[src/pulse_tx_cfg_pkg.sv]
// Register map for word-aligned accesses only; address bits 1:0 are ignored by the decoder
`default_nettype none

package pulse_tx_cfg_pkg;

    // Register word offsets on address bits 4:2, address bit 5 low
    localparam logic [2:0] ADDR_CTRL  = 3'd0;
    localparam logic [2:0] ADDR_PROG  = 3'd1;
    localparam logic [2:0] ADDR_DUR   = 3'd2;
    localparam logic [2:0] ADDR_PRESC = 3'd3;

    // Program memory, address bit 5 high, word on bits 4:2
    localparam int NUM_PROG_WORDS = 8;

    localparam int DUR_W   = 8;
    localparam int PRESC_W = 4;
    localparam int IRQ_W   = 3;

    // Interrupt sources, symbol_done in bit 0
    typedef struct packed {
        logic prog_end;
        logic loop;
        logic symbol_done;
    } irq_vec_t;

    // 1-bit mode symbol maps, each entry coded as {level, alt}
    typedef struct packed {
        logic [1:0] high_1;
        logic [1:0] high_0;
        logic [1:0] low_1;
        logic [1:0] low_0;
    } sym_map_t;

    // Control word layout
    typedef struct packed {
        logic [5:0] rsvd_31_26;
        sym_map_t   maps;
        logic       use_2bpe;
        logic [1:0] rsvd_16_15;
        logic       invert;
        logic       idle_level;
        logic       loop_forever;
        logic       rsvd_11;
        irq_vec_t   irq_en;
        logic [1:0] rsvd_7_6;
        logic       stop;
        logic       running;
        logic       rsvd_3;
        irq_vec_t   irq_status;
    } ctrl_reg_t;

    typedef struct packed {
        logic [7:0] loop_count;
        logic [7:0] loopback_index;
        logic [7:0] end_index;
        logic [7:0] start_index;
    } prog_reg_t;

    typedef struct packed {
        logic [DUR_W-1:0] high_b;
        logic [DUR_W-1:0] high_a;
        logic [DUR_W-1:0] low_b;
        logic [DUR_W-1:0] low_a;
    } dur_reg_t;

    // Configuration seen by the execute and result stages
    typedef struct packed {
        prog_reg_t          prog;
        dur_reg_t           dur;
        logic [PRESC_W-1:0] prescaler;
        sym_map_t           maps;
        logic               use_2bpe;
        logic               loop_forever;
        logic               idle_level;
        logic               invert;
    } tx_cfg_t;

endpackage

`default_nettype wire

[src/pulse_tx_sym_pkg.sv]
// Program position is 8 bits, so the program always wraps over the full eight-word memory
`default_nettype none

package pulse_tx_sym_pkg;

    // Bits 7:5 pick the word, bits 4:0 the bit in that word
    typedef logic [7:0] pc_t;

    // Level selects low or high durations, alt picks duration a or b
    typedef struct packed {
        logic level;
        logic alt;
    } symbol_t;

    // One program word, read as symbols in 2-bit mode
    // and as single elements in 1-bit mode
    typedef union packed {
        symbol_t [15:0] sym;
        logic    [31:0] elem;
    } prog_word_u;

    // Symbol in flight, half marks the second symbol of a 1-bit element
    typedef struct packed {
        pc_t  pc;
        logic half;
    } sym_pos_t;

endpackage

`default_nettype wire

[src/pulse_tx_regs.sv]
// Program words take 32-bit writes only; read data ignores the address and is always ready
`timescale 1ns/100ps
`default_nettype none

module pulse_tx_regs import pulse_tx_cfg_pkg::*, pulse_tx_sym_pkg::*; (
    input  logic                              clk,
    input  logic                              rst_n,
    input  logic [5:0]                        address,
    input  logic [31:0]                       data_in,
    input  logic [1:0]                        data_write_n,
    input  irq_vec_t                          events,
    input  logic                              prog_done,
    input  pc_t                               pc,
    input  logic [7:0]                        loop_count_now,
    output logic [31:0]                       data_out,
    output logic                              data_ready,
    output tx_cfg_t                           cfg,
    output logic                              running,
    output logic                              mem_we,
    output logic [$clog2(NUM_PROG_WORDS)-1:0] mem_idx,
    output logic [31:0]                       mem_wdata,
    output logic                              irq
);

    ctrl_reg_t          ctrl_q;
    prog_reg_t          prog_q;
    dur_reg_t           dur_q;
    logic [PRESC_W-1:0] presc_q;
    ctrl_reg_t          ctrl_in;
    irq_vec_t           irq_set;
    irq_vec_t           irq_clr;
    logic               wr_any;
    logic               wr32;
    logic               reg_wr;

    // 00 is an 8-bit write, 10 a 32-bit write
    assign wr_any = (data_write_n == 2'b00) || (data_write_n == 2'b10);
    assign wr32   = (data_write_n == 2'b10);
    assign reg_wr = wr_any && !address[5];

    assign ctrl_in = ctrl_reg_t'(data_in);
    assign irq_clr = irq_vec_t'(data_in[IRQ_W-1:0]);
    // Only enabled events reach the status bits
    assign irq_set = events & ctrl_q.irq_en;

    always_ff @(posedge clk) begin
        if (!rst_n) begin
            ctrl_q  <= '0;
            prog_q  <= '0;
            dur_q   <= '0;
            presc_q <= '0;
        end else begin
            // Sticky status, program end drops running
            ctrl_q.irq_status <= ctrl_q.irq_status | irq_set;
            ctrl_q.running    <= ctrl_q.running & ~prog_done;
            if (reg_wr) begin
                case (address[4:2])
                    ADDR_CTRL: begin
                        // Write 1 to clear, new events still land
                        ctrl_q.irq_status <= (ctrl_q.irq_status & ~irq_clr) | irq_set;
                        // Stop wins over start
                        if (ctrl_in.stop) begin
                            ctrl_q.running <= 1'b0;
                        end else if (ctrl_in.running) begin
                            ctrl_q.running <= 1'b1;
                        end
                        // Upper control fields need the full word
                        if (wr32) begin
                            ctrl_q.irq_en       <= ctrl_in.irq_en;
                            ctrl_q.loop_forever <= ctrl_in.loop_forever;
                            ctrl_q.idle_level   <= ctrl_in.idle_level;
                            ctrl_q.invert       <= ctrl_in.invert;
                            ctrl_q.use_2bpe     <= ctrl_in.use_2bpe;
                            ctrl_q.maps         <= ctrl_in.maps;
                        end
                    end
                    ADDR_PROG:  prog_q  <= prog_reg_t'(data_in);
                    ADDR_DUR:   dur_q   <= dur_reg_t'(data_in);
                    ADDR_PRESC: presc_q <= data_in[PRESC_W-1:0];
                    default: ;
                endcase
            end
        end
    end

    // Program word write strobe, delayed one cycle with its data
    always_ff @(posedge clk) begin
        if (!rst_n) begin
            mem_we <= 1'b0;
        end else begin
            mem_we <= address[5] && wr32;
        end
    end

    always_ff @(posedge clk) begin
        mem_idx   <= address[4:2];
        mem_wdata <= data_in;
    end

    always_comb begin
        cfg              = '0;
        cfg.prog         = prog_q;
        cfg.dur          = dur_q;
        cfg.prescaler    = presc_q;
        cfg.maps         = ctrl_q.maps;
        cfg.use_2bpe     = ctrl_q.use_2bpe;
        cfg.loop_forever = ctrl_q.loop_forever;
        cfg.idle_level   = ctrl_q.idle_level;
        cfg.invert       = ctrl_q.invert;
    end

    assign running = ctrl_q.running;
    assign irq     = |ctrl_q.irq_status;

    // Same readback for every address, running in bit 4 as in the control word
    assign data_out   = {8'h00, pc, loop_count_now, 3'b000, ctrl_q.running, 1'b0,
                         ctrl_q.irq_status};
    assign data_ready = 1'b1;

endmodule

`default_nettype wire

[src/pulse_tx_symbol_fetch.sv]
// Program memory has no reset, so words must be written before a start
`timescale 1ns/100ps
`default_nettype none

module pulse_tx_symbol_fetch import pulse_tx_cfg_pkg::*, pulse_tx_sym_pkg::*; (
    input  logic                              clk,
    input  logic                              mem_we,
    input  logic [$clog2(NUM_PROG_WORDS)-1:0] mem_idx,
    input  logic [31:0]                       mem_wdata,
    input  sym_pos_t                          pos,
    input  tx_cfg_t                           cfg,
    output logic                              level,
    output logic [DUR_W-1:0]                  duration
);

    prog_word_u mem [NUM_PROG_WORDS];
    prog_word_u word;
    symbol_t    sym;
    logic       elem;

    always_ff @(posedge clk) begin
        if (mem_we) begin
            mem[mem_idx] <= prog_word_u'(mem_wdata);
        end
    end

    // Word select from the top pc bits
    assign word = mem[pos.pc[7:5]];
    assign elem = word.elem[pos.pc[4:0]];

    always_comb begin
        if (cfg.use_2bpe) begin
            // Even and odd pc share one symbol
            sym = word.sym[pos.pc[4:1]];
        end else if (elem) begin
            // High element, half picks map 0 or map 1
            sym = pos.half ? symbol_t'(cfg.maps.high_1) : symbol_t'(cfg.maps.high_0);
        end else begin
            sym = pos.half ? symbol_t'(cfg.maps.low_1) : symbol_t'(cfg.maps.low_0);
        end
    end

    assign level = sym.level;

    // Level and alt pick one of the four durations
    always_comb begin
        case ({sym.level, sym.alt})
            2'b00:   duration = cfg.dur.low_a;
            2'b01:   duration = cfg.dur.low_b;
            2'b10:   duration = cfg.dur.high_a;
            default: duration = cfg.dur.high_b;
        endcase
    end

endmodule

`default_nettype wire

[src/pulse_tx_sequencer.sv]
// Loop counter wraps below zero under loop_forever; readback pc shows the next symbol to load
`timescale 1ns/100ps
`default_nettype none

module pulse_tx_sequencer import pulse_tx_cfg_pkg::*, pulse_tx_sym_pkg::*; (
    input  logic       clk,
    input  logic       rst_n,
    input  logic       running,
    input  tx_cfg_t    cfg,
    input  logic       sym_done,
    output sym_pos_t   pos,
    output logic       load,
    output irq_vec_t   events,
    output logic       prog_done,
    output logic [7:0] loop_count_now
);

    sym_pos_t   cur_q;
    sym_pos_t   nxt;
    logic [7:0] loop_cnt_q;
    logic       run_q;
    logic       kick_q;
    logic       first;
    logic       step;
    logic       loop_hit;
    logic       end_hit;

    // First running cycle loads the positions
    assign first = running && !run_q;
    // Timer pulses only count once the first symbol is loaded
    assign step  = running && run_q && !kick_q && sym_done;

    // Position after the symbol in flight
    always_comb begin
        nxt      = cur_q;
        loop_hit = 1'b0;
        end_hit  = 1'b0;
        if (!cfg.use_2bpe && !cur_q.half) begin
            // Second symbol of the same element
            nxt.half = 1'b1;
        end else begin
            nxt.half = 1'b0;
            if (cur_q.pc == cfg.prog.end_index) begin
                if (loop_cnt_q == 8'd0 && !cfg.loop_forever) begin
                    end_hit = 1'b1;
                end else begin
                    loop_hit = 1'b1;
                    nxt.pc   = cfg.prog.loopback_index;
                end
            end else begin
                // Wraps at 256
                nxt.pc = cur_q.pc + (cfg.use_2bpe ? 8'd2 : 8'd1);
            end
        end
    end

    always_ff @(posedge clk) begin
        if (!rst_n) begin
            run_q      <= 1'b0;
            kick_q     <= 1'b0;
            cur_q      <= '0;
            loop_cnt_q <= '0;
        end else begin
            run_q  <= running;
            kick_q <= first;
            if (first) begin
                cur_q.pc   <= cfg.prog.start_index;
                cur_q.half <= 1'b0;
                loop_cnt_q <= cfg.prog.loop_count;
            end else if (step && !end_hit) begin
                cur_q <= nxt;
                if (loop_hit) begin
                    loop_cnt_q <= loop_cnt_q - 8'd1;
                end
            end
        end
    end

    // Kick fetches the start symbol, later loads fetch the next one
    assign pos  = kick_q ? cur_q : nxt;
    assign load = (kick_q && running) || (step && !end_hit);

    assign events.symbol_done = step;
    assign events.loop        = step && loop_hit;
    assign events.prog_end    = step && end_hit;
    assign prog_done          = step && end_hit;

    assign loop_count_now = loop_cnt_q;

endmodule

`default_nettype wire

[src/pulse_tx_timer.sv]
// Each symbol lasts (duration+1)*(prescaler+1) cycles; a load in the last cycle chains without a gap
`timescale 1ns/100ps
`default_nettype none

module pulse_tx_timer import pulse_tx_cfg_pkg::*; (
    input  logic               clk,
    input  logic               rst_n,
    input  logic               load,
    input  logic [DUR_W-1:0]   duration,
    input  logic [PRESC_W-1:0] prescaler,
    output logic               sym_done
);

    logic [PRESC_W-1:0] presc_cnt_q;
    logic [DUR_W-1:0]   dur_cnt_q;
    logic               armed_q;

    // Last cycle of the symbol
    assign sym_done = armed_q && (presc_cnt_q == '0) && (dur_cnt_q == '0);

    always_ff @(posedge clk) begin
        if (!rst_n) begin
            presc_cnt_q <= '0;
            dur_cnt_q   <= '0;
            armed_q     <= 1'b0;
        end else if (load) begin
            presc_cnt_q <= prescaler;
            dur_cnt_q   <= duration;
            armed_q     <= 1'b1;
        end else if (armed_q) begin
            if (presc_cnt_q != '0) begin
                presc_cnt_q <= presc_cnt_q - 1'b1;
            end else begin
                // One prescaler tick done
                presc_cnt_q <= prescaler;
                if (dur_cnt_q == '0) begin
                    armed_q <= 1'b0;
                end else begin
                    dur_cnt_q <= dur_cnt_q - 1'b1;
                end
            end
        end
    end

endmodule

`default_nettype wire

[src/pulse_tx_output.sv]
// tx_out follows idle_level and invert combinationally, so config writes show at once when idle
`timescale 1ns/100ps
`default_nettype none

module pulse_tx_output import pulse_tx_cfg_pkg::*; (
    input  logic    clk,
    input  logic    rst_n,
    input  logic    running,
    input  logic    load,
    input  logic    level,
    input  tx_cfg_t cfg,
    output logic    tx_out,
    output logic    tx_active
);

    logic level_q;
    logic active_q;

    // Level of the symbol now on the line
    always_ff @(posedge clk) begin
        if (load) begin
            level_q <= level;
        end
    end

    // Active from the first load until running drops
    always_ff @(posedge clk) begin
        if (!rst_n) begin
            active_q <= 1'b0;
        end else begin
            active_q <= running && (active_q || load);
        end
    end

    // Falls with running at the same edge
    assign tx_active = running && active_q;

    assign tx_out = (tx_active ? level_q : cfg.idle_level) ^ cfg.invert;

endmodule

`default_nettype wire

[src/pulse_tx_top.sv]
// Bus writes land at the next edge and reads are always ready; no carrier output
`timescale 1ns/100ps
`default_nettype none

module pulse_tx_top import pulse_tx_cfg_pkg::*, pulse_tx_sym_pkg::*; (
    input  logic        clk,
    input  logic        rst_n,
    input  logic [5:0]  address,
    input  logic [31:0] data_in,
    input  logic [1:0]  data_write_n,
    output logic [31:0] data_out,
    output logic        data_ready,
    output logic        tx_out,
    output logic        tx_active,
    output logic        irq
);

    tx_cfg_t                           cfg;
    logic                              running;
    sym_pos_t                          pos;
    logic                              load;
    logic                              sym_done;
    logic                              prog_done;
    irq_vec_t                          events;
    logic [7:0]                        loop_count_now;
    logic                              level;
    logic [DUR_W-1:0]                  duration;
    logic                              mem_we;
    logic [$clog2(NUM_PROG_WORDS)-1:0] mem_idx;
    logic [31:0]                       mem_wdata;

    // Register decode and status
    pulse_tx_regs i_regs (
        .clk            (clk),
        .rst_n          (rst_n),
        .address        (address),
        .data_in        (data_in),
        .data_write_n   (data_write_n),
        .events         (events),
        .prog_done      (prog_done),
        .pc             (pos.pc),
        .loop_count_now (loop_count_now),
        .data_out       (data_out),
        .data_ready     (data_ready),
        .cfg            (cfg),
        .running        (running),
        .mem_we         (mem_we),
        .mem_idx        (mem_idx),
        .mem_wdata      (mem_wdata),
        .irq            (irq)
    );

    pulse_tx_symbol_fetch i_fetch (
        .clk       (clk),
        .mem_we    (mem_we),
        .mem_idx   (mem_idx),
        .mem_wdata (mem_wdata),
        .pos       (pos),
        .cfg       (cfg),
        .level     (level),
        .duration  (duration)
    );

    pulse_tx_sequencer i_seq (
        .clk            (clk),
        .rst_n          (rst_n),
        .running        (running),
        .cfg            (cfg),
        .sym_done       (sym_done),
        .pos            (pos),
        .load           (load),
        .events         (events),
        .prog_done      (prog_done),
        .loop_count_now (loop_count_now)
    );

    // Prescaler taken straight from the config
    pulse_tx_timer i_timer (
        .clk       (clk),
        .rst_n     (rst_n),
        .load      (load),
        .duration  (duration),
        .prescaler (cfg.prescaler),
        .sym_done  (sym_done)
    );

    pulse_tx_output i_out (
        .clk       (clk),
        .rst_n     (rst_n),
        .running   (running),
        .load      (load),
        .level     (level),
        .cfg       (cfg),
        .tx_out    (tx_out),
        .tx_active (tx_active)
    );

endmodule

`default_nettype wire

[config.mk]
export PLATFORM = sky130hd
export DESIGN_NAME = pulse_tx_top
export DESIGN_NICKNAME = d
export VERILOG_FILES = /design/src/pulse_tx_cfg_pkg.sv /design/src/pulse_tx_sym_pkg.sv /design/src/pulse_tx_regs.sv /design/src/pulse_tx_symbol_fetch.sv /design/src/pulse_tx_sequencer.sv /design/src/pulse_tx_timer.sv /design/src/pulse_tx_output.sv /design/src/pulse_tx_top.sv
export SDC_FILE = /design/constraint.sdc
export NUM_CORES = 1
export LEC_CHECK = 0
export BUFFER_PORTS_ARGS = -buffer_cell sky130_fd_sc_hd__buf_2
export CAP_MARGIN = 15
export CORE_UTILIZATION = 55
export DETAILED_ROUTE_END_ITERATION = 7
export PLACE_DENSITY = 0.68
export REMOVE_ABC_BUFFERS = 1
export SLEW_MARGIN = 0
export SYNTH_ARGS = -nofsm -noshare
export SYNTH_HDL_FRONTEND = slang
export SYNTH_HIERARCHICAL = 1
export SYNTH_SLANG_ARGS = --single-unit
export TNS_END_PERCENT = 50
[constraint.sdc]
create_clock -name clk -period 8 [get_ports clk]
set_input_delay 1.2 -clock clk [delete_from_list [all_inputs] [get_ports clk]]
set_output_delay 1.2 -clock clk [all_outputs]
set_load 0.02 [all_outputs]
==> out/results.env <==
SYNTH.LARGEST_AREA_CELL='edfxtp_1'
GRT_PASS1_WL_UM=60000
PLACED_AREA_UM2=17700
WORST-SETUP-PATH-TYPE='reg2reg'
DRT_FIRST_PASS_ITERS=8
PEAKVDDDROP_mV=0.137
FIN_AREA_UM2=19200
GR-TOTAL-OVERFLOW=0
LATER_PIN_CLOCK_LATENCY_IN_THE_SKEW_REPORT_NS=0.54
CP_DATA_REQUIRED_TIME_NS=8.42
ROUTED-VIA-COUNT=10200
NNETSFINAL=1317
MIN-DELAY-PATH-CLASS='reg2reg'
YS_SEQ_ELEMENTS=413
SYNTH.DISTINCT_CELLS=81
SYNTH_EDF_COUNT=257
GROUTE.USAGE.OVERALL=0.246
POWER_PER_CELL_AREA_nW_PER_UM2=232
SYNTH.MOST_COMMON_CELL='edfxtp_1'
SYNTH.YOSYS.SEQ_AREA_SHARE=0.625
N_FILL_CELL=2350
CTS-BUFFERS-INSERTED=43
FF2FF_PATH_DEPTH=20
GRT_MAX_DEGREE=69
TRITONCTS_NUM_SINKS=413
DIEHEIGHT_UM=180
TIMING.HOLD.WS_NS=0.457
WORST_SETUP_HOLD_PATH_CLK_SLEW_NS=0.06
WL_MET3_UM=2020
WORST_SETUP_PATH_START_KIND='register'
FINALCRITPERIODSHARE=0.859
P_LEAK_nW=6.95
ROUTE.TOP_LAYER_USED='met4'
WORSTSETUPENDPOINTTYPE='register'
NETLIST_INSTANCES=1240
GP_CONGESTION=0.897
YS_DOMINANT_REG_CELL='edfxtp_1'
DRIVE_GT1_FRAC=0.194
CTS_TREE='built'
MET2_LENGTH_UM=18600
CTS-HOLD-FIX-BUFFERS=0
SYN-CELL-AREA_UM2=17400
CRIT_FANOUT=16
INITIAL_CORE_UTIL=0.563
FIN_WORST_SKEW_NS=0.0179
CTS-HTREE-LEVELS=2
GRT_SETUP_UNREPAIRED='false'
FIRST_GLOBAL_VIAS=10000
CLK_ROOT_BUFFER_CELL='clkbuf_16'
BOUNDARYPINS=78
FIRST_ITER_VIOLATIONS=965
TIMING.FINAL.HOLD_VIOLATIONS=0
SYNTH_AREA_LEADERS='edfxtp_1, dfxtp_1, mux4_2'
STATUS='complete, but fails checks'
TIGHTESTPINTRANSITION_NS=1.13
CTS_MAX_PATH_BUFFERS=3
SYNTH_COMMON_CELLS='edfxtp_1, dfxtp_1, nand2_1, mux2i_1, mux4_2'
FLOORPLAN.ROWS=64
R2R_SETUP_SLACK_NS=1.13
YS_ASYNC_SR_FRACTION=0
PORT_BUFFER_CELLS=62
SYNTH.YOSYS.WARNINGS=6
FIN_CRIT_NS=6.87
DRT_DRC_VIOLATIONS_LEFT=1
DRT-TOTAL-WL_UM=38800
NUMBER_OF_SETUP_BUFFERS_ADDED_AFTER_CTS=0
VIOLATIONS='design-rule violations'
DIE_W_UM=180
WORST_SLEW_MARGIN_REL=0.243
FINAL-SETUP-VIOL-COUNT=0
ANTENNA_CELLS_INSERTED=0
HPWL_UM=24800
ANTENNA_VIOLATING_NETS_POST_ROUTE=0
COREAREA_UM2=30800
ROUTEDLENGTHMET1_UM=17000
WL_PER_CELL_UM=22.8
GRT_ANTENNA_BEFORE_REPAIR=0
POST_CTS_RESIZE_COUNT=0
VIASPERCELL=5.98
DIEAREA_UM2=32300
CAP_VIOLATIONS=0
MAX_CLOCK_FREQ_MHz=146
YOSYSTOPAREACELLSHARE=0.445
HOLD_PATH_DEPTH=2
AVGSYNTHCELLAREA_UM2=14.0
AREA_GROWTH_SYN_TO_LAYOUT_PCT=10.6
CP.ARRIVAL_NS=7.29
DRV_SLEW=0
==> metal layers <==
metal | up-vias | global-route usage
li1 | 4660 | -
met1 | 5134 | 0.338
met2 | 298 | 0.403
met3 | 69 | 0.0383
met4 | 0 | 0.0834
met5 | - | 0
==> state kept, by name, indices dropped and copies added (netlist names) <==
name and flops:
i_fetch/mem 256, i_regs/cfg 76, i_regs/mem_wdata 32, i_seq/cur_q 9
i_seq/loop_count_now 8, i_timer/dur_cnt_q 8, i_regs/presc_q 4, i_timer/presc_cnt_q 4
i_regs/ctrl_q 3, i_regs/data_out 3, i_regs/mem_idx 3, i_out/active_q 1
i_out/level_q 1, i_regs/mem_we 1, i_regs/running 1, i_seq/kick_q 1
i_seq/run_q 1, i_timer/armed_q 1
==> cell usage in the layout, fill, tap and decap left out, drive strengths merged, types with 12 or more instances in the layout <==
cell | Yosys | layout
dfxtp | 156 | 156
o21ai | 30 | 30
nor2 | 45 | 45
buf | 86 | 84
xor2 | 12 | 12
edfxtp | 257 | 257
inv | 21 | 22
clkbuf | 26 | 58
mux4 | 62 | 62
a22oi | 13 | 13
nand2 | 153 | 153
conb | 2 | 13
mux2i | 129 | 129
a21oi | 31 | 31
nand3 | 23 | 23
nor3 | 21 | 21
clkinv | 1 | 14
==> area by class of cell <==
cell class	instances	area (um^2)	area share
clock buffers	58	1170	0.0612
clock inverters	22	277	0.0144
inverters	22	82.6	0.00430
multi-input cells	704	5800	0.302
flip-flops and latches	413	10800	0.565
well taps	396	495	0.0258
repair buffers	84	515	0.0269
==> path summary, 6_finish.rpt <==
| check | from | to |
|---|---|---|
| worst min-delay path | i_regs/cfg[71] | i_regs/cfg[71] |
| worst max-delay path | i_seq/cur_q[6] | i_timer/dur_cnt_q[6] |
| worst min register to register | i_regs/cfg[71] | i_regs/cfg[71] |
| worst max register to register | i_seq/cur_q[6] | i_timer/dur_cnt_q[6] |
==> logic make-up (layout without fill, tap and decap cells) <==
logic type	count (synthesis)	after routing	share of synthesized area
xor gates and xnor gates	18	18	0.00908
muxes	201	201	0.162
adders and majority gates	7	7	0.00548
and+or+nand+nor	322	322	0.0921
AOI/OAI and AO/OA	143	143	0.0573
DFF	413	413	0.625
other	2	13	0.000433
buffers and inverters	134	186	0.0488
==> per-stage QoR <==
stage / cells / util / setup TNS, ns / setup slack [ns] / power, mW
final: 1699 / 0.622 / 0 / 1.13 / 4.45
after global routing: 1699 / 0.622 / 0 / 0.813 / 4.57
after CTS: 1699 / 0.622 / 0 / 1.16 / 4.47
after detailed placement: 1619 / 0.575 / 0 / 1.18 / 2.47
after global placement: 1619 / 0.575 / 0 / 1.23 / 2.46
after floorplan: 1139 / - / -25.82 / -3.04 / 2.40
==> where the power goes <==
part | internal, mW | total, mW | switching, mW | leakage, nW
combinational | 0.0342 | 0.113 | 0.0788 | 2.65
sequential | 2.28 | 2.31 | 0.0245 | 3.58
clock | 1.23 | 2.03 | 0.802 | 0.707
total | 3.55 | 4.45 | 0.905 | 6.95
==> worst max-delay path: stages, from the launching register on <==
cell	delay, ns
dfxtp_1	0.51
xor2_1	0.13
nor4_2	0.44
and2_1	0.65
or4b_2	0.25
o211ai_1	0.15
o21ai_4	0.70
mux4_1	0.65
mux2_2	0.29
a22o_1	0.27
or4b_1	0.51
o311a_1	0.15
o2bb2ai_2	0.16
mux4_2	0.47
o21ai_4	0.53
mux2i_1	0.25
mux2i_1	0.12
mux2i_1	0.16
a31oi_1	0.07
a41oi_1	0.20
nor2b_1	0.06
(Power assumes the default switching activity.)
